### config.mk
export PLATFORM = sky130hd
export DESIGN_NAME = dbg_bus_module
export DESIGN_NICKNAME = d
export VERILOG_FILES = /design/src/verilog/dbg_bus_pkg.sv /design/src/verilog/dbg_cmd_pkg.sv /design/src/verilog/dbg_burst_counters.sv /design/src/verilog/dbg_burst_ctrl.sv /design/src/verilog/dbg_bus_module.sv /design/src/verilog/dbg_cmd_decode.sv /design/src/verilog/dbg_crc32.sv /design/src/verilog/dbg_result_out.sv
export SDC_FILE = /design/constraint.sdc
export NUM_CORES = 1
export LEC_CHECK = 0
export ABC_AREA = 1
export ABC_CLOCK_PERIOD_IN_PS = 2700
export BUFFER_PORTS_ARGS = -buffer_cell sky130_fd_sc_hd__buf_2
export CAP_MARGIN = 20
export CORE_MARGIN = 2
export CORE_UTILIZATION = 57
export DETAILED_ROUTE_END_ITERATION = 8
export GPL_ROUTABILITY_DRIVEN = 1
export PLACE_DENSITY = 0.81
export SYNTH_ARGS = -nofsm -noshare
export SYNTH_HDL_FRONTEND = slang
export SYNTH_SLANG_ARGS = --single-unit
### constraint.sdc
create_clock -name tck_i -period 2.7 [get_ports tck_i]
set_input_delay 0.405 -clock tck_i [delete_from_list [all_inputs] [get_ports tck_i]]
set_output_delay 0.405 -clock tck_i [all_outputs]
set_load 0.02 [all_outputs]
### src/verilog/dbg_bus_pkg.sv
`default_nettype none

package dbg_bus_pkg;

	localparam int BUS_ADDR_WIDTH = 32;
	localparam int BUS_DATA_WIDTH = 32;

	typedef logic [BUS_ADDR_WIDTH-1:0] bus_addr_t;
	typedef logic [BUS_DATA_WIDTH-1:0] bus_data_t;
	typedef logic [2:0] word_bytes_t;

	typedef struct packed {
		logic strobe; // One-cycle pulse
		logic write;
		word_bytes_t size; // Access size in bytes
		bus_addr_t addr;
		bus_data_t wdata;
	} bus_req_t;

	typedef struct packed {
		logic ready; // Level, low while an access is in flight
		logic err;
		bus_data_t rdata;
	} bus_rsp_t;

	typedef struct packed {
		logic capture;
		logic shift;
		logic update;
		logic select;
	} tap_ctl_t;

endpackage

`default_nettype wire

### src/verilog/dbg_cmd_pkg.sv
`default_nettype none

package dbg_cmd_pkg;

	localparam int DR_WIDTH = 64;

	// Command fields inside the TAP data register
	localparam int CMD_BIT = 63;
	localparam int OP_MSB = 62;
	localparam int OP_LSB = 59;
	localparam int ADDR_MSB = 58;
	localparam int ADDR_LSB = 27;
	localparam int CNT_MSB = 26;
	localparam int CNT_LSB = 11;
	localparam int ERR_CLR_BIT = 46;

	localparam int CRC_BITS = 32;
	localparam logic [CRC_BITS-1:0] CRC_POLY = 32'hEDB88320; // Reflected CRC-32 polynomial
	localparam int ERR_REG_WIDTH = 33; // Sticky error bit plus last bus address

	typedef logic [3:0] op_t;
	typedef logic [CNT_MSB-CNT_LSB:0] word_count_t;
	typedef logic [5:0] bit_count_t;

	localparam op_t OP_BWRITE8 = 4'h1;
	localparam op_t OP_BWRITE16 = 4'h2;
	localparam op_t OP_BWRITE32 = 4'h3;
	localparam op_t OP_BREAD8 = 4'h5;
	localparam op_t OP_BREAD16 = 4'h6;
	localparam op_t OP_BREAD32 = 4'h7;
	localparam op_t OP_IREG_WRITE = 4'h9;

	// Index of the last bit of a word
	localparam bit_count_t WORD_BITS_8 = 6'd7;
	localparam bit_count_t WORD_BITS_16 = 6'd15;
	localparam bit_count_t WORD_BITS_32 = 6'd31;

	typedef struct packed {
		logic valid_cmd;
		op_t op;
		logic [ADDR_MSB-ADDR_LSB:0] addr;
		word_count_t count;
	} cmd_t;

	typedef enum logic [1:0] {
		TDO_READY,
		TDO_SHIFT,
		TDO_MATCH,
		TDO_CRC
	} tdo_sel_t;

	typedef struct packed {
		logic addr_load;
		logic addr_inc;
		logic word_load;
		logic word_dec;
		logic bit_clr;
		logic bit_inc;
		logic out_load_bus;
		logic out_shift;
		logic crc_clr;
		logic crc_en;
		logic crc_from_tdi;
		logic crc_shift;
		logic err_update;
		logic err_clr;
	} burst_ctl_t;

endpackage

`default_nettype wire

### src/verilog/dbg_burst_counters.sv
`timescale 1ns/10ps
`default_nettype none

module dbg_burst_counters (
	input  logic tck_i,
	input  logic trstn_i,
	input  dbg_cmd_pkg::burst_ctl_t ctl_i,
	input  dbg_cmd_pkg::cmd_t cmd_i,
	input  dbg_cmd_pkg::bit_count_t word_bits_i,
	input  dbg_bus_pkg::word_bytes_t word_bytes_i,
	input  logic tdi_i,
	input  logic [dbg_cmd_pkg::DR_WIDTH-1:0] data_register_i,
	output dbg_bus_pkg::bus_addr_t addr_o,
	output dbg_bus_pkg::bus_data_t wdata_o,
	output logic word_zero_o,
	output logic word_last_o,
	output logic bit_max_o,
	output logic bit_32_o
);
	import dbg_cmd_pkg::*;
	import dbg_bus_pkg::*;

	word_count_t word_count;
	bit_count_t bit_count;
	bit_count_t align_shift;
	bus_data_t word_raw;

	always_ff @(posedge tck_i or negedge trstn_i) begin
		if (!trstn_i) begin
			addr_o <= '0;
		end else if (ctl_i.addr_load) begin
			addr_o <= cmd_i.addr;
		end else if (ctl_i.addr_inc) begin
			addr_o <= addr_o + bus_addr_t'(word_bytes_i);
		end
	end

	always_ff @(posedge tck_i or negedge trstn_i) begin
		if (!trstn_i) begin
			word_count <= '0;
		end else if (ctl_i.word_load) begin
			word_count <= cmd_i.count;
		end else if (ctl_i.word_dec) begin
			word_count <= word_count - word_count_t'(1);
		end
	end

	always_ff @(posedge tck_i or negedge trstn_i) begin
		if (!trstn_i) begin
			bit_count <= '0;
		end else if (ctl_i.bit_clr) begin
			bit_count <= '0;
		end else if (ctl_i.bit_inc) begin
			bit_count <= bit_count + bit_count_t'(1);
		end
	end

	assign word_zero_o = word_count == '0;
	assign word_last_o = word_count == word_count_t'(1);
	assign bit_max_o = bit_count == word_bits_i;
	assign bit_32_o = bit_count == bit_count_t'(CRC_BITS);

	// The word sits at the top of the register with its last bit still on tdi
	assign word_raw = {tdi_i, data_register_i[DR_WIDTH-1:DR_WIDTH-BUS_DATA_WIDTH+1]};
	assign align_shift = bit_count_t'(BUS_DATA_WIDTH - 1) - word_bits_i;
	assign wdata_o = word_raw >> align_shift;

	assert property (@(posedge tck_i) disable iff (!trstn_i)
		ctl_i.word_dec |-> !word_zero_o)
		else $error("Word count decremented at zero");

endmodule

`default_nettype wire

### src/verilog/dbg_burst_ctrl.sv
`timescale 1ns/10ps
`default_nettype none

module dbg_burst_ctrl (
	input  logic tck_i,
	input  logic trstn_i,
	input  dbg_bus_pkg::tap_ctl_t tap_i,
	input  dbg_cmd_pkg::cmd_t cmd_i,
	input  logic start_bit_i,
	input  logic word_zero_i,
	input  logic word_last_i,
	input  logic bit_max_i,
	input  logic bit_32_i,
	input  logic bus_ready_i,
	output dbg_cmd_pkg::burst_ctl_t ctl_o,
	output logic strobe_o,
	output dbg_cmd_pkg::tdo_sel_t tdo_sel_o,
	output logic inhibit_o,
	output logic op_load_o
);
	import dbg_cmd_pkg::*;

	typedef enum logic [3:0] {
		S_IDLE,
		S_RD_STROBE,
		S_RD_WAIT_CAP,
		S_RD_STATUS,
		S_RD_SHIFT,
		S_RD_CRC,
		S_WR_WAIT_CAP,
		S_WR_WAIT_START,
		S_WR_SHIFT,
		S_WR_CRC,
		S_WR_MATCH
	} state_t;

	state_t state;
	state_t state_nxt;
	logic cmd_update;
	logic burst_rd;
	logic burst_wr;
	logic rd_load;

	assign cmd_update = tap_i.select && tap_i.update && cmd_i.valid_cmd;
	assign burst_rd = cmd_i.op inside {OP_BREAD8, OP_BREAD16, OP_BREAD32};
	assign burst_wr = cmd_i.op inside {OP_BWRITE8, OP_BWRITE16, OP_BWRITE32};

	always_ff @(posedge tck_i or negedge trstn_i) begin
		if (!trstn_i) begin
			state <= S_IDLE;
		end else begin
			state <= state_nxt;
		end
	end

	always_comb begin
		state_nxt = state;
		ctl_o = '0;
		strobe_o = 1'b0;
		tdo_sel_o = TDO_SHIFT;
		inhibit_o = 1'b0;
		op_load_o = 1'b0;
		rd_load = 1'b0;
		case (state)
			S_IDLE: begin
				ctl_o.out_shift = tap_i.select && tap_i.shift; // Error register readout
				ctl_o.err_clr = cmd_update && cmd_i.op == OP_IREG_WRITE;
				if (cmd_update && (burst_rd || burst_wr)) begin
					state_nxt = burst_rd ? S_RD_STROBE : S_WR_WAIT_CAP;
					ctl_o.addr_load = 1'b1;
					ctl_o.word_load = 1'b1;
					ctl_o.bit_clr = 1'b1;
					ctl_o.crc_clr = 1'b1;
					op_load_o = 1'b1;
				end
			end
			S_RD_STROBE: begin
				if (word_zero_i) begin
					state_nxt = S_IDLE;
				end else begin
					strobe_o = 1'b1; // First read goes out before the host captures
					ctl_o.addr_inc = 1'b1;
					state_nxt = S_RD_WAIT_CAP;
				end
			end
			S_RD_WAIT_CAP: begin
				if (tap_i.update) begin
					state_nxt = S_IDLE;
				end else if (tap_i.select && tap_i.capture) begin
					state_nxt = S_RD_STATUS;
				end
			end
			S_RD_STATUS: begin
				tdo_sel_o = TDO_READY;
				inhibit_o = 1'b1;
				if (tap_i.update) begin
					state_nxt = S_IDLE;
				end else if (bus_ready_i) begin
					rd_load = 1'b1;
					state_nxt = S_RD_SHIFT;
				end
			end
			S_RD_SHIFT: begin
				inhibit_o = 1'b1;
				ctl_o.out_shift = 1'b1;
				ctl_o.bit_inc = 1'b1;
				ctl_o.crc_en = 1'b1;
				if (tap_i.update) begin
					state_nxt = S_IDLE;
				end else if (bit_max_i) begin
					if (word_zero_i) begin
						state_nxt = S_RD_CRC;
					end else begin
						rd_load = 1'b1;
					end
				end
			end
			S_RD_CRC: begin
				tdo_sel_o = TDO_CRC;
				inhibit_o = 1'b1;
				ctl_o.crc_shift = 1'b1;
				if (tap_i.update) begin
					state_nxt = S_IDLE;
				end
			end
			S_WR_WAIT_CAP: begin
				if (word_zero_i || tap_i.update) begin
					state_nxt = S_IDLE;
				end else if (tap_i.select && tap_i.capture) begin
					state_nxt = S_WR_WAIT_START;
				end
			end
			S_WR_WAIT_START: begin
				inhibit_o = 1'b1;
				if (tap_i.update) begin
					state_nxt = S_IDLE;
				end else if (tap_i.select && start_bit_i) begin
					// tdi already carries the first data bit here
					ctl_o.bit_inc = 1'b1;
					ctl_o.crc_en = 1'b1;
					ctl_o.crc_from_tdi = 1'b1;
					state_nxt = S_WR_SHIFT;
				end
			end
			S_WR_SHIFT: begin
				inhibit_o = 1'b1;
				ctl_o.bit_inc = 1'b1;
				ctl_o.crc_en = 1'b1;
				ctl_o.crc_from_tdi = 1'b1;
				if (tap_i.update) begin
					state_nxt = S_IDLE;
				end else if (bit_max_i) begin
					strobe_o = 1'b1; // Last bit of the word is on tdi
					ctl_o.addr_inc = 1'b1;
					ctl_o.word_dec = 1'b1;
					ctl_o.bit_clr = 1'b1;
					ctl_o.err_update = 1'b1; // Previous write must be done by now
					if (word_last_i) begin
						state_nxt = S_WR_CRC;
					end
				end
			end
			S_WR_CRC: begin
				inhibit_o = 1'b1;
				ctl_o.bit_inc = 1'b1;
				if (tap_i.update) begin
					state_nxt = S_IDLE;
				end else if (bit_32_i) begin
					tdo_sel_o = TDO_MATCH;
					state_nxt = S_WR_MATCH;
				end
			end
			S_WR_MATCH: begin
				tdo_sel_o = TDO_MATCH;
				inhibit_o = 1'b1;
				if (tap_i.update) begin
					ctl_o.err_update = 1'b1; // Checks the final write of the burst
					state_nxt = S_IDLE;
				end
			end
			default: state_nxt = S_IDLE;
		endcase
		if (rd_load) begin
			ctl_o.err_update = 1'b1;
			ctl_o.out_load_bus = 1'b1;
			ctl_o.bit_clr = 1'b1;
			ctl_o.word_dec = 1'b1;
			if (!word_last_i) begin
				strobe_o = 1'b1; // Prefetch the next word while this one shifts
				ctl_o.addr_inc = 1'b1;
			end
		end
	end

	assert property (@(posedge tck_i) disable iff (!trstn_i)
		strobe_o |=> !strobe_o)
		else $error("Bus strobe held for more than one cycle");

	assert property (@(posedge tck_i) disable iff (!trstn_i)
		(strobe_o && state == S_WR_SHIFT) |-> !word_zero_i)
		else $error("Write strobe past the end of the burst");

endmodule

`default_nettype wire

### src/verilog/dbg_bus_module.sv
`timescale 1ns/10ps
`default_nettype none

module dbg_bus_module (
	input  logic tck_i,
	input  logic trstn_i,
	input  logic tdi_i,
	input  dbg_bus_pkg::tap_ctl_t tap_i,
	input  logic [dbg_cmd_pkg::DR_WIDTH-1:0] data_register_i,
	input  dbg_bus_pkg::bus_rsp_t bus_rsp_i,
	output logic module_tdo_o,
	output logic top_inhibit_o,
	output dbg_bus_pkg::bus_req_t bus_req_o
);
	import dbg_cmd_pkg::*;
	import dbg_bus_pkg::*;

	cmd_t cmd;
	burst_ctl_t ctl;
	tdo_sel_t tdo_sel;
	bit_count_t word_bits;
	word_bytes_t word_bytes;
	logic rd_op;
	logic op_load;
	logic strobe;
	logic word_zero;
	logic word_last;
	logic bit_max;
	logic bit_32;
	logic shift_bit;
	logic [CRC_BITS-1:0] crc;
	logic crc_serial;
	bus_addr_t addr;
	bus_data_t wdata;

	assign bus_req_o.strobe = strobe;
	assign bus_req_o.write = !rd_op;
	assign bus_req_o.size = word_bytes;
	assign bus_req_o.addr = addr;
	assign bus_req_o.wdata = wdata;

	dbg_cmd_decode u_cmd_decode (
		.tck_i(tck_i),
		.trstn_i(trstn_i),
		.data_register_i(data_register_i),
		.cmd_o(cmd),
		.word_bits_o(word_bits),
		.word_bytes_o(word_bytes),
		.rd_op_o(rd_op),
		.op_load_i(op_load)
	);

	dbg_burst_ctrl u_burst_ctrl (
		.tck_i(tck_i),
		.trstn_i(trstn_i),
		.tap_i(tap_i),
		.cmd_i(cmd),
		.start_bit_i(data_register_i[DR_WIDTH-1]),
		.word_zero_i(word_zero),
		.word_last_i(word_last),
		.bit_max_i(bit_max),
		.bit_32_i(bit_32),
		.bus_ready_i(bus_rsp_i.ready),
		.ctl_o(ctl),
		.strobe_o(strobe),
		.tdo_sel_o(tdo_sel),
		.inhibit_o(top_inhibit_o),
		.op_load_o(op_load)
	);

	dbg_burst_counters u_burst_counters (
		.tck_i(tck_i),
		.trstn_i(trstn_i),
		.ctl_i(ctl),
		.cmd_i(cmd),
		.word_bits_i(word_bits),
		.word_bytes_i(word_bytes),
		.tdi_i(tdi_i),
		.data_register_i(data_register_i),
		.addr_o(addr),
		.wdata_o(wdata),
		.word_zero_o(word_zero),
		.word_last_o(word_last),
		.bit_max_o(bit_max),
		.bit_32_o(bit_32)
	);

	dbg_crc32 u_crc32 (
		.tck_i(tck_i),
		.trstn_i(trstn_i),
		.data_i(shift_bit),
		.clr_i(ctl.crc_clr),
		.en_i(ctl.crc_en),
		.shift_i(ctl.crc_shift),
		.crc_o(crc),
		.serial_o(crc_serial)
	);

	dbg_result_out u_result_out (
		.tck_i(tck_i),
		.trstn_i(trstn_i),
		.tap_i(tap_i),
		.tdi_i(tdi_i),
		.ctl_i(ctl),
		.bus_rsp_i(bus_rsp_i),
		.addr_i(addr),
		.strobe_i(strobe),
		.data_register_i(data_register_i),
		.crc_i(crc),
		.crc_serial_i(crc_serial),
		.tdo_sel_i(tdo_sel),
		.err_clr_i(data_register_i[ERR_CLR_BIT]),
		.shift_bit_o(shift_bit),
		.tdo_o(module_tdo_o)
	);

endmodule

`default_nettype wire

### src/verilog/dbg_cmd_decode.sv
`timescale 1ns/10ps
`default_nettype none

module dbg_cmd_decode (
	input  logic tck_i,
	input  logic trstn_i,
	input  logic [dbg_cmd_pkg::DR_WIDTH-1:0] data_register_i,
	output dbg_cmd_pkg::cmd_t cmd_o,
	output dbg_cmd_pkg::bit_count_t word_bits_o,
	output dbg_bus_pkg::word_bytes_t word_bytes_o,
	output logic rd_op_o,
	input  logic op_load_i
);
	import dbg_cmd_pkg::*;
	import dbg_bus_pkg::*;

	op_t op_in;
	op_t op_q;
	logic burst_op;

	assign op_in = data_register_i[OP_MSB:OP_LSB];
	assign burst_op = op_in inside {OP_BWRITE8, OP_BWRITE16, OP_BWRITE32,
		OP_BREAD8, OP_BREAD16, OP_BREAD32};

	assign cmd_o.valid_cmd = !data_register_i[CMD_BIT] && (burst_op || op_in == OP_IREG_WRITE);
	assign cmd_o.op = op_in;
	assign cmd_o.addr = data_register_i[ADDR_MSB:ADDR_LSB];
	assign cmd_o.count = data_register_i[CNT_MSB:CNT_LSB];

	always_ff @(posedge tck_i or negedge trstn_i) begin
		if (!trstn_i) begin
			op_q <= '0;
		end else if (op_load_i) begin
			op_q <= op_in;
		end
	end

	always_comb begin
		case (op_q)
			OP_BWRITE8, OP_BREAD8: word_bits_o = WORD_BITS_8;
			OP_BWRITE16, OP_BREAD16: word_bits_o = WORD_BITS_16;
			OP_BWRITE32, OP_BREAD32: word_bits_o = WORD_BITS_32;
			default: word_bits_o = '0;
		endcase
	end

	assign rd_op_o = op_q inside {OP_BREAD8, OP_BREAD16, OP_BREAD32};
	assign word_bytes_o = word_bytes_t'((word_bits_o + bit_count_t'(1)) >> 3); // 8, 16 or 32 bits

endmodule

`default_nettype wire

### src/verilog/dbg_crc32.sv
`timescale 1ns/10ps
`default_nettype none

module dbg_crc32 (
	input  logic tck_i,
	input  logic trstn_i,
	input  logic data_i,
	input  logic clr_i,
	input  logic en_i,
	input  logic shift_i,
	output logic [dbg_cmd_pkg::CRC_BITS-1:0] crc_o,
	output logic serial_o
);
	import dbg_cmd_pkg::*;

	logic feedback;

	assign feedback = crc_o[0] ^ data_i; // LSB-first input

	always_ff @(posedge tck_i or negedge trstn_i) begin
		if (!trstn_i) begin
			crc_o <= '1;
		end else if (clr_i) begin
			crc_o <= '1;
		end else if (en_i) begin
			crc_o <= (crc_o >> 1) ^ ({CRC_BITS{feedback}} & CRC_POLY);
		end else if (shift_i) begin
			crc_o <= crc_o >> 1; // Readout, no final inversion
		end
	end

	assign serial_o = crc_o[0];

endmodule

`default_nettype wire

### src/verilog/dbg_result_out.sv
`timescale 1ns/10ps
`default_nettype none

module dbg_result_out (
	input  logic tck_i,
	input  logic trstn_i,
	input  dbg_bus_pkg::tap_ctl_t tap_i,
	input  logic tdi_i,
	input  dbg_cmd_pkg::burst_ctl_t ctl_i,
	input  dbg_bus_pkg::bus_rsp_t bus_rsp_i,
	input  dbg_bus_pkg::bus_addr_t addr_i,
	input  logic strobe_i,
	input  logic [dbg_cmd_pkg::DR_WIDTH-1:0] data_register_i,
	input  logic [dbg_cmd_pkg::CRC_BITS-1:0] crc_i,
	input  logic crc_serial_i,
	input  dbg_cmd_pkg::tdo_sel_t tdo_sel_i,
	input  logic err_clr_i,
	output logic shift_bit_o,
	output logic tdo_o
);
	import dbg_cmd_pkg::*;

	logic [ERR_REG_WIDTH-1:0] out_sr;
	logic [ERR_REG_WIDTH-1:0] err_reg; // Bit 0 sticky error, upper bits last address
	logic crc_match;

	// A read burst reloads from the bus before its first shift, so a capture may load here
	always_ff @(posedge tck_i or negedge trstn_i) begin
		if (!trstn_i) begin
			out_sr <= '0;
		end else if (ctl_i.out_load_bus) begin
			out_sr <= ERR_REG_WIDTH'(bus_rsp_i.rdata);
		end else if (tap_i.select && tap_i.capture) begin
			out_sr <= err_reg;
		end else if (ctl_i.out_shift) begin
			out_sr <= {1'b0, out_sr[ERR_REG_WIDTH-1:1]};
		end
	end

	always_ff @(posedge tck_i or negedge trstn_i) begin
		if (!trstn_i) begin
			err_reg <= '0;
		end else if (ctl_i.err_clr) begin
			if (err_clr_i) begin
				err_reg[0] <= 1'b0;
			end
		end else if (!err_reg[0]) begin
			if (ctl_i.err_update && (bus_rsp_i.err || !bus_rsp_i.ready)) begin
				err_reg[0] <= 1'b1; // Address of the failing access stays frozen
			end else if (strobe_i) begin
				err_reg[ERR_REG_WIDTH-1:1] <= addr_i;
			end
		end
	end

	assign shift_bit_o = ctl_i.crc_from_tdi ? tdi_i : out_sr[0];
	assign crc_match = data_register_i[DR_WIDTH-1:DR_WIDTH-CRC_BITS] == crc_i;

	always_comb begin
		case (tdo_sel_i)
			TDO_READY: tdo_o = bus_rsp_i.ready;
			TDO_SHIFT: tdo_o = out_sr[0];
			TDO_MATCH: tdo_o = crc_match;
			default: tdo_o = crc_serial_i;
		endcase
	end

endmodule

`default_nettype wire
# == Word level (Yosys, flattened, before mapping) ==
# Index checks and enable logic that the tools add are counted.
# classes
n_addsub,5
n_eq_ne,41
n_shift,1
mux,76
n_bitwise,5
reduce_logical,37
# ops
op,count
$mux W32,5
$mux W33,3
$mux W4,18
$eq A4 B3 Y1 const B,10
$pmux W4 S10,1
$add A32 B3 Y32,1
$eq A32 B32 Y1,1
$mux W16,2
$shr A32 B6 Y32,1
$xor A31 B32 Y32,1
$mux W1,25
$eq A4 B2 Y1 const B,6
$eq A16 B1 Y1 const B,1
$eq A4 B4 Y1 const B,4
$logic_not A16 Y1,1
$mux W2,8
$pmux W1 S2,8
$sub A16 B1 Y16 const B,1
$pmux W5 S3,1
$reduce_bool A3 Y1,5
$eq A4 B1 Y1 const B,3
$mux W6,2
$ne A3 B2 Y1 const B,4
$ne A3 B3 Y1 const B,4
27 further kinds,49
# word_totals
register_bits,160
in_bits,105

# == Longest topological paths before layout ==
# Gate-level depths: netlist of run 1.
# depth
word_depth,12
mapped_depth,18
depth_no_buf,18

# == Cells and area by module ==
# From an unflattened synthesis of run 1, not the netlist that was laid out.
# hier_totals
cells_unflattened,1725
area_unflattened_um2,12099.1
# modules_own_cells
module,n_inst,cells_per_inst,area_per_inst_um2,seq_area_each_um2
dbg_burst_counters,1,881,5317.6,1351.3
dbg_result_out,1,428,3741.1,1651.6
dbg_crc32,1,181,1610.3,840.8
dbg_burst_ctrl,1,146,784.5,100.1
dbg_cmd_decode,1,87,634.4,100.1
dbg_bus_module,1,2,11.3,0.0

# == Least setup slack after synthesis of run 1 ==
# Ideal clock, no wire load.
# synth_timing
path_type,register -> register
from,register u_cmd_decode.op_q[3]
to,register u_burst_counters.addr_o[18]
setup_time_ps,117
t_arrival_ps,2534
t_required_ps,2583
slack_ps,49
path_stages_with_launch,19
path_buffers,1
cell_sequence,dfrtp_1 inv_2 nand2_1 clkbuf_1 nor2_1 fa_1 nand2_1 nand2_1 nand2_1 inv_1 nand2_1 nor2_1 nand2_1 nor2_1 nand2_1 nand3_1 nand2_1 nand2_1 nand2_1
# synth_rtl
item,line_no,rtl
"start, declared",dbg_cmd_decode.sv:18,op_t op_q;
"start signal, assigned",dbg_cmd_decode.sv:34,op_q <= op_in;
"end signal, assigned",dbg_burst_counters.sv:32,addr_o <= cmd_i.addr;
"end signal, assigned",dbg_burst_counters.sv:34,addr_o <= addr_o + bus_addr_t'(word_bytes_i);
"end, declared",dbg_burst_counters.sv:13,"output dbg_bus_pkg::bus_addr_t addr_o,"

==> flow_summary.ini, run 1 <==
[placed_design]
portBuffers = 164
dpl.cell_count = 1818
routabilityCongestion = 0.9711
place_hpwl_um = 22350

[detailed_routing]
drt-initial-drc-count = 876
viasPerCell = 5.657
drt_wl_total_um = 30250
ant_nets = 0
first_pass_iters = 6
avgRoutedWirePerCell_um = 16.33
vias = 10480
post-route-drc-count = 0

[critical_path]
cp.required_ps = 2300
cp.arrival_ps = 2220
endpoint_kind = output pin
critPathLaunchType = flip-flop
crit_fanout = 6
r2r_cells = 18
crit_type = flip-flop to output pin

[clock_tree]
ctsHtreeMaxLevel = 4
clock_latency_ps = 430
cts_tree = built
cts_root_buf = clkbuf_16
numCtsBuffers = 17
clockBufferDepth = 2
clock_sinks = 160
clk_pin_slew_worst_paths_ps = 60
hold_buffers = 0

[floorplanning]
fp.dieArea_mm2 = 0.01896
fp.dieW_um = 137.7
fp.dieH_um = 137.7
ioPinCount = 176
start_util_pct = 58.69
row_count = 48
core_area_mm2 = 0.01736

[pwr]
total_power_mw = 12.44
ir_drop_uv = 868.2
powerDensity_mw_per_mm2 = 1047
total_leakage_power_nw = 6.164

[timing]
slew_violations = 0
max_freq_mhz = 381.7
finalHoldViolations = 3
relSlewSlack_pct = 52.12
finalSetupTns_ps = 0
rsz0062_at_grt = true
setup_violations = 0
min_period_ps = 2620
skew_ps = 10.81
worst_slew_pin_slew_ps = 718.2
fin_hold_ws_ps = -10.32
period_share_pct = 97.04

[logic_synthesis]
syn_nets = 1574
ys_ff_latch = 160
yosysWarnings = 0
ys_seq_area_share_pct = 39.70
ys_types = 42
syn_avg_cell_area_um2 = 6.973
synth-edff-count = 0
synthCells = 1461
postSynth.asyncResetShare_pct = 100.0
ys.flop_type = dfrtp_1
synth_area_mm2 = 0.01019

[cells_and_area]
fin_cells = 1853
final_common_cell = nand2_1
layout_common_cells = nand2_1 (467), buf_2 (162), o21ai_0 (134)
nets = 1728
final_layout_size_suffix_gt1_share_pct = 18.86
area_delta_synth_final_pct = 16.64
antenna_cells = 0

[grt]
grt_pass1_wl_um = 48330
grt_start_max_net_pins = 76
grt_overflow = 0
grt_usage_pct = 32.80
grt_pass1_vias = 9656
antenna_found_initial = 1

[hold_path]
hp-class = input pin to async pin

[status]
outcome = finished, violations left
violations = hold timing

[flow_run]
maxCapViolations = 0
## per-layer routing
| metal | routed length [µm] | GRT usage [%] | up-vias |
|---|---|---|---|
| met1 | 12590 | 44.27 | 4846 |
| met4 | 629 | 9.507 | 0 |
| met3 | 2850 | 5.887 | 47 |
| met2 | 14180 | 54.17 | 526 |
| met5 | 0 | 0 | - |
| li1 | - | - | 5064 |
## final timing paths
path                                                     startpoint                                       to  slack (ps)
worst max-delay path               u_cmd_decode.op_q[3]$_DFFE_PN0P_                            bus_req_o[68]          80
worst min-delay path                                        trstn_i       u_result_out.out_sr[6]$_DFFE_PN0P_         -10
worst max register to register     u_cmd_decode.op_q[3]$_DFFE_PN0P_  u_burst_counters.addr_o[18]$_DFFE_PN0P_         150
worst min register to register  u_result_out.err_reg[7]$_DFFE_PN0P_      u_result_out.err_reg[7]$_DFFE_PN0P_         480
max in group asynchronous                                   trstn_i      u_result_out.out_sr[19]$_DFFE_PN0P_        1980
min in group tck_i                              data_register_i[50]  u_burst_counters.addr_o[23]$_DFFE_PN0P_         260
## report_power, final
part | total [mW] | internal [mW] | switching (mW)
logic | 6.00 | 2.08 | 3.92
registers | 4.19 | 3.34 | 0.851
clock network | 2.25 | 1.23 | 1.02
## final cells by class
cell class / instances / area (µm²)
Fill cell: 1497 / 5474
Clock buffer: 21 / 460.4
Inverter: 142 / 533.0
Clock inverter: 11 / 81.33
Timing Repair Buffer: 204 / 1180
Multi-Input combinational cell: 1090 / 5303
Tap cell: 225 / 281.5
Sequential cell: 160 / 4044
## kinds of logic (layout without fill, tap and decap cells)
kind of cell | Yosys count | in the layout | synth area share [%]
compound gates | 255 | 255 | 13.57
xor+xnor | 43 | 43 | 3.697
fa+ha+maj | 8 | 8 | 1.056
buf+inv | 212 | 378 | 8.991
flops | 160 | 160 | 39.70
simple gates | 783 | 784 | 32.99
## through the flow
step           utilization, %  area [µm²]  hold slack [ps]  setup slack [ps]
2_1_floorplan               -       10190            109.4             49.34
3_3_place_gp            64.89       11260            454.3             156.3
3_5_place_dp            64.89       11260            460.3             84.77
4_1_cts                 68.23       11840            21.82             12.13
5_1_grt                 68.46       11880            43.31            -70.69
6_report                68.46       11880           -10.32             79.83
## cell usage after synthesis (4+ instances only)
cell	n	area share [%]
a21oi_1	40	2.0
a22oi_1	19	1.4
buf_2	24	1.2
buf_4	16	1.2
buf_6	4	0.44
clkbuf_1	25	0.92
dfrtp_1	128	31
dfstp_2	32	8.3
ha_1	7	0.86
inv_1	132	4.9
inv_2	7	0.26
nand2_1	467	17
nand2_2	6	0.37
nand3_1	76	3.7
nand4_1	50	3.1
nor2_1	126	4.6
nor2_2	5	0.31
nor3_1	29	1.4
o211ai_1	4	0.29
o21ai_0	135	6.6
o21ai_1	37	1.8
o22ai_1	8	0.49
or2_2	7	0.43
xnor2_1	12	1.0
xor2_1	31	2.7
## timing repair
action,CTS,global route
setup endpoints to repair,1,8
gates resized for setup,7,5
cloned,0,1
buffers inserted,1,1
pin swaps,1,1
## worst max-delay path, stage by stage, from the launching register on
cell,delay (ps)
dfrtp_1,430
inv_2,120
nand2_1,120
nand2_1,110
inv_1,40
nor2_1,110
nand2_1,100
nor2_4,140
nand2_1,120
nand2_4,120
nand2_2,120
nand2_8,100
buf_4,140
(Power assumes the default switching activity.)
==> inputs of run 2 (changes only) <==
--- a/config.mk
+++ b/config.mk
@@ -9,7 +9,7 @@
 export ABC_CLOCK_PERIOD_IN_PS = 2700
 export BUFFER_PORTS_ARGS = -buffer_cell sky130_fd_sc_hd__buf_2
 export CAP_MARGIN = 20
-export CORE_MARGIN = 2
+export CORE_MARGIN = 8
 export CORE_UTILIZATION = 57
 export DETAILED_ROUTE_END_ITERATION = 8
 export GPL_ROUTABILITY_DRIVEN = 1
==> flow_summary.ini, run 2 (synthesized netlist as in run 1, its figures left out) <==
[status]
outcome = finished, final reports clean

[cells_and_area]
layout_common_cells = nand2_1 (466), buf_2 (162), o21ai_0 (134)
final_layout_size_suffix_gt1_share_pct = 19.00
area_delta_synth_final_pct = 17.17
antenna_cells = 0
multi_input_area_mm2 = 0.005293
n_fill_cell = 1535
final_common_cell = nand2_1
nets = 1726
seqCellArea_mm2 = 0.004045

[clock_tree]
clockBufferDepth = 2
ctsHtreeMaxLevel = 4
cts_tree = built
numCtsBuffers = 17
clock_sinks = 160
cts_root_buf = clkbuf_16
clock_latency_ps = 430
clk_pin_slew_worst_paths_ps = 70

[floorplanning]
core_area_mm2 = 0.01778
start_util_pct = 57.30
fp.dieH_um = 149.7
fp.dieArea_mm2 = 0.02241
ioPinCount = 176
row_count = 49
fp.dieW_um = 149.7

[critical_path]
cpPeakStageDelay_ps = 410
crit_fanout = 11
cp.required_ps = 2300
rrSetupSlack_ps = 230
endpoint_kind = output pin
r2r_start = u_cmd_decode.op_q[3]$_DFFE_PN0P_
r2r_cells = 18
path_cells = inv_2 > nand2_1 > buf_4 > nand2_1 > nand2_1 > nand2_1 > inv_1 > nand3_2 > nand2_1 > inv_2 > nand2_8 > buf_4
r2r-end = u_burst_counters.addr_o[18]$_DFFE_PN0P_
crit_path_start = u_cmd_decode.op_q[3]$_DFFE_PN0P_
cp_slowest_cell = dfrtp_1
cp.arrival_ps = 2180
crit_path_frequent_cell = nand2_1
crit_type = flip-flop to output pin
critPathLaunchType = flip-flop

[timing]
worst_slew_pin_slew_ps = 587.2
max_freq_mhz = 387.0
slew_violations = 0
setup_violations = 0
fin_ws_ps = 116.3
finalHoldViolations = 0
skew_ps = 7.788
min_period_ps = 2584
period_share_pct = 95.69
relSlewSlack_pct = 60.86
finalSetupTns_ps = 0

[detailed_routing]
ant_nets = 0
avgRoutedWirePerCell_um = 17.11
first_pass_iters = 9
viasPerCell = 5.722
vias = 10610
post-route-drc-count = 0
drt-initial-drc-count = 1023
drt_wl_total_um = 31740

[hold_path]
hold_path_depth = 3
min-delay-start = data_register_i[50]
min_to = u_burst_counters.addr_o[23]$_DFFE_PN0P_
hp-class = input pin to flip-flop

[grt]
grt_overflow = 0
grt_start_max_net_pins = 66
grt_pass1_wl_um = 51290
grt_usage_pct = 28.51
antenna_found_initial = 0
grt_pass1_vias = 10260

[placed_design]
place_hpwl_um = 23610
pre_cts_ws_ps = 114.1
routabilityCongestion = 0.9663
portBuffers = 164

[pwr]
ir_drop_uv = 753.3
powerDensity_mw_per_mm2 = 1075
total_leakage_power_nw = 6.200

[flow_run]
maxCapViolations = 0
[run 2: changes by cell type in the layout (fill, tap and decap cells not counted), moves of 2 or more]
cell,change
bufinv_16,+4
nor2_2,+2
clkinvlp_4,-3
clkbuf_8,-2
[run 2: final cells by class]
type / count / area share, %
Timing Repair Buffer: 203 / 9.738
Clock inverter: 12 / 1.509
Multi-Input combinational cell: 1089 / 44.34
Sequential cell: 160 / 33.89
Inverter: 142 / 4.465
Tap cell: 229 / 2.400
Clock buffer: 20 / 3.658
[run 2: power breakdown]
group / leakage (nW) / switching, mW / internal, mW / total [mW]
Sequential: 2.02 / 0.861 / 3.34 / 4.20
Clock: 0.295 / 1.01 / 1.55 / 2.56
Combinational: 3.88 / 3.98 / 2.09 / 6.07
Total: 6.20 / 5.85 / 6.98 / 12.8
[run 2: worst max-delay path by stage]
| stage | cells after the start | slack, ps | to |
|---|---|---|---|
| global route | 13 | -2 | bus_req_o[68] |
| global placement | 18 | 210 | u_burst_counters.addr_o[18]$_DFFE_PN0P_ |
| CTS | 13 | 2 | bus_req_o[68] |
| floorplan | 18 | 50 | u_burst_counters.addr_o[18]$_DFFE_PN0P_ |
| finish | 12 | 120 | bus_req_o[68] |
| detailed placement | 15 | 110 | u_result_out.err_reg[20]$_DFFE_PN0P_ |
[run 2: metal layers]
layer / part of all wire (%) / wire length [µm] / track usage, %
met3: 8.9 / 2826 / 5.866
met5: 0 / 0 / 0
met2: 46 / 14550 / 45.02
met4: 3.2 / 1013 / 11.44
met1: 42 / 13350 / 37.68
[run 2: stage by stage]
| stage | hold WS, ps | area [µm²] | cells | utilization, % | power [mW] |
|---|---|---|---|---|---|
| 2_1_floorplan | 109.4 | 10190 | 1461 | - | 8.290 |
| 3_5_place_dp | 416.0 | 11220 | 1817 | 63.10 | 10.09 |
| 3_3_place_gp | 424.3 | 11220 | 1817 | 63.10 | 9.897 |
| 6_report | 235.0 | 11940 | 1855 | 67.14 | 12.84 |
| 5_1_grt | 264.1 | 11940 | 1855 | 67.14 | 13.76 |
| 4_1_cts | 221.8 | 11890 | 1851 | 66.86 | 12.76 |
[run 2: timing repair]
action                                  CTS  global route
endpoints found under the setup margin    1             3
buffers inserted                          1             4
hold buffers                              1             0
gates resized for setup                   8             7
endpoints found under the hold margin    58             0
pin swaps                                 2             1
[run 2: critical path, delay by kind of cell, from the launching register on]
kind	cells	cell delay, ps
buffers and inverters	5	680
AND/OR/NAND/NOR	7	640
flip-flops	1	410
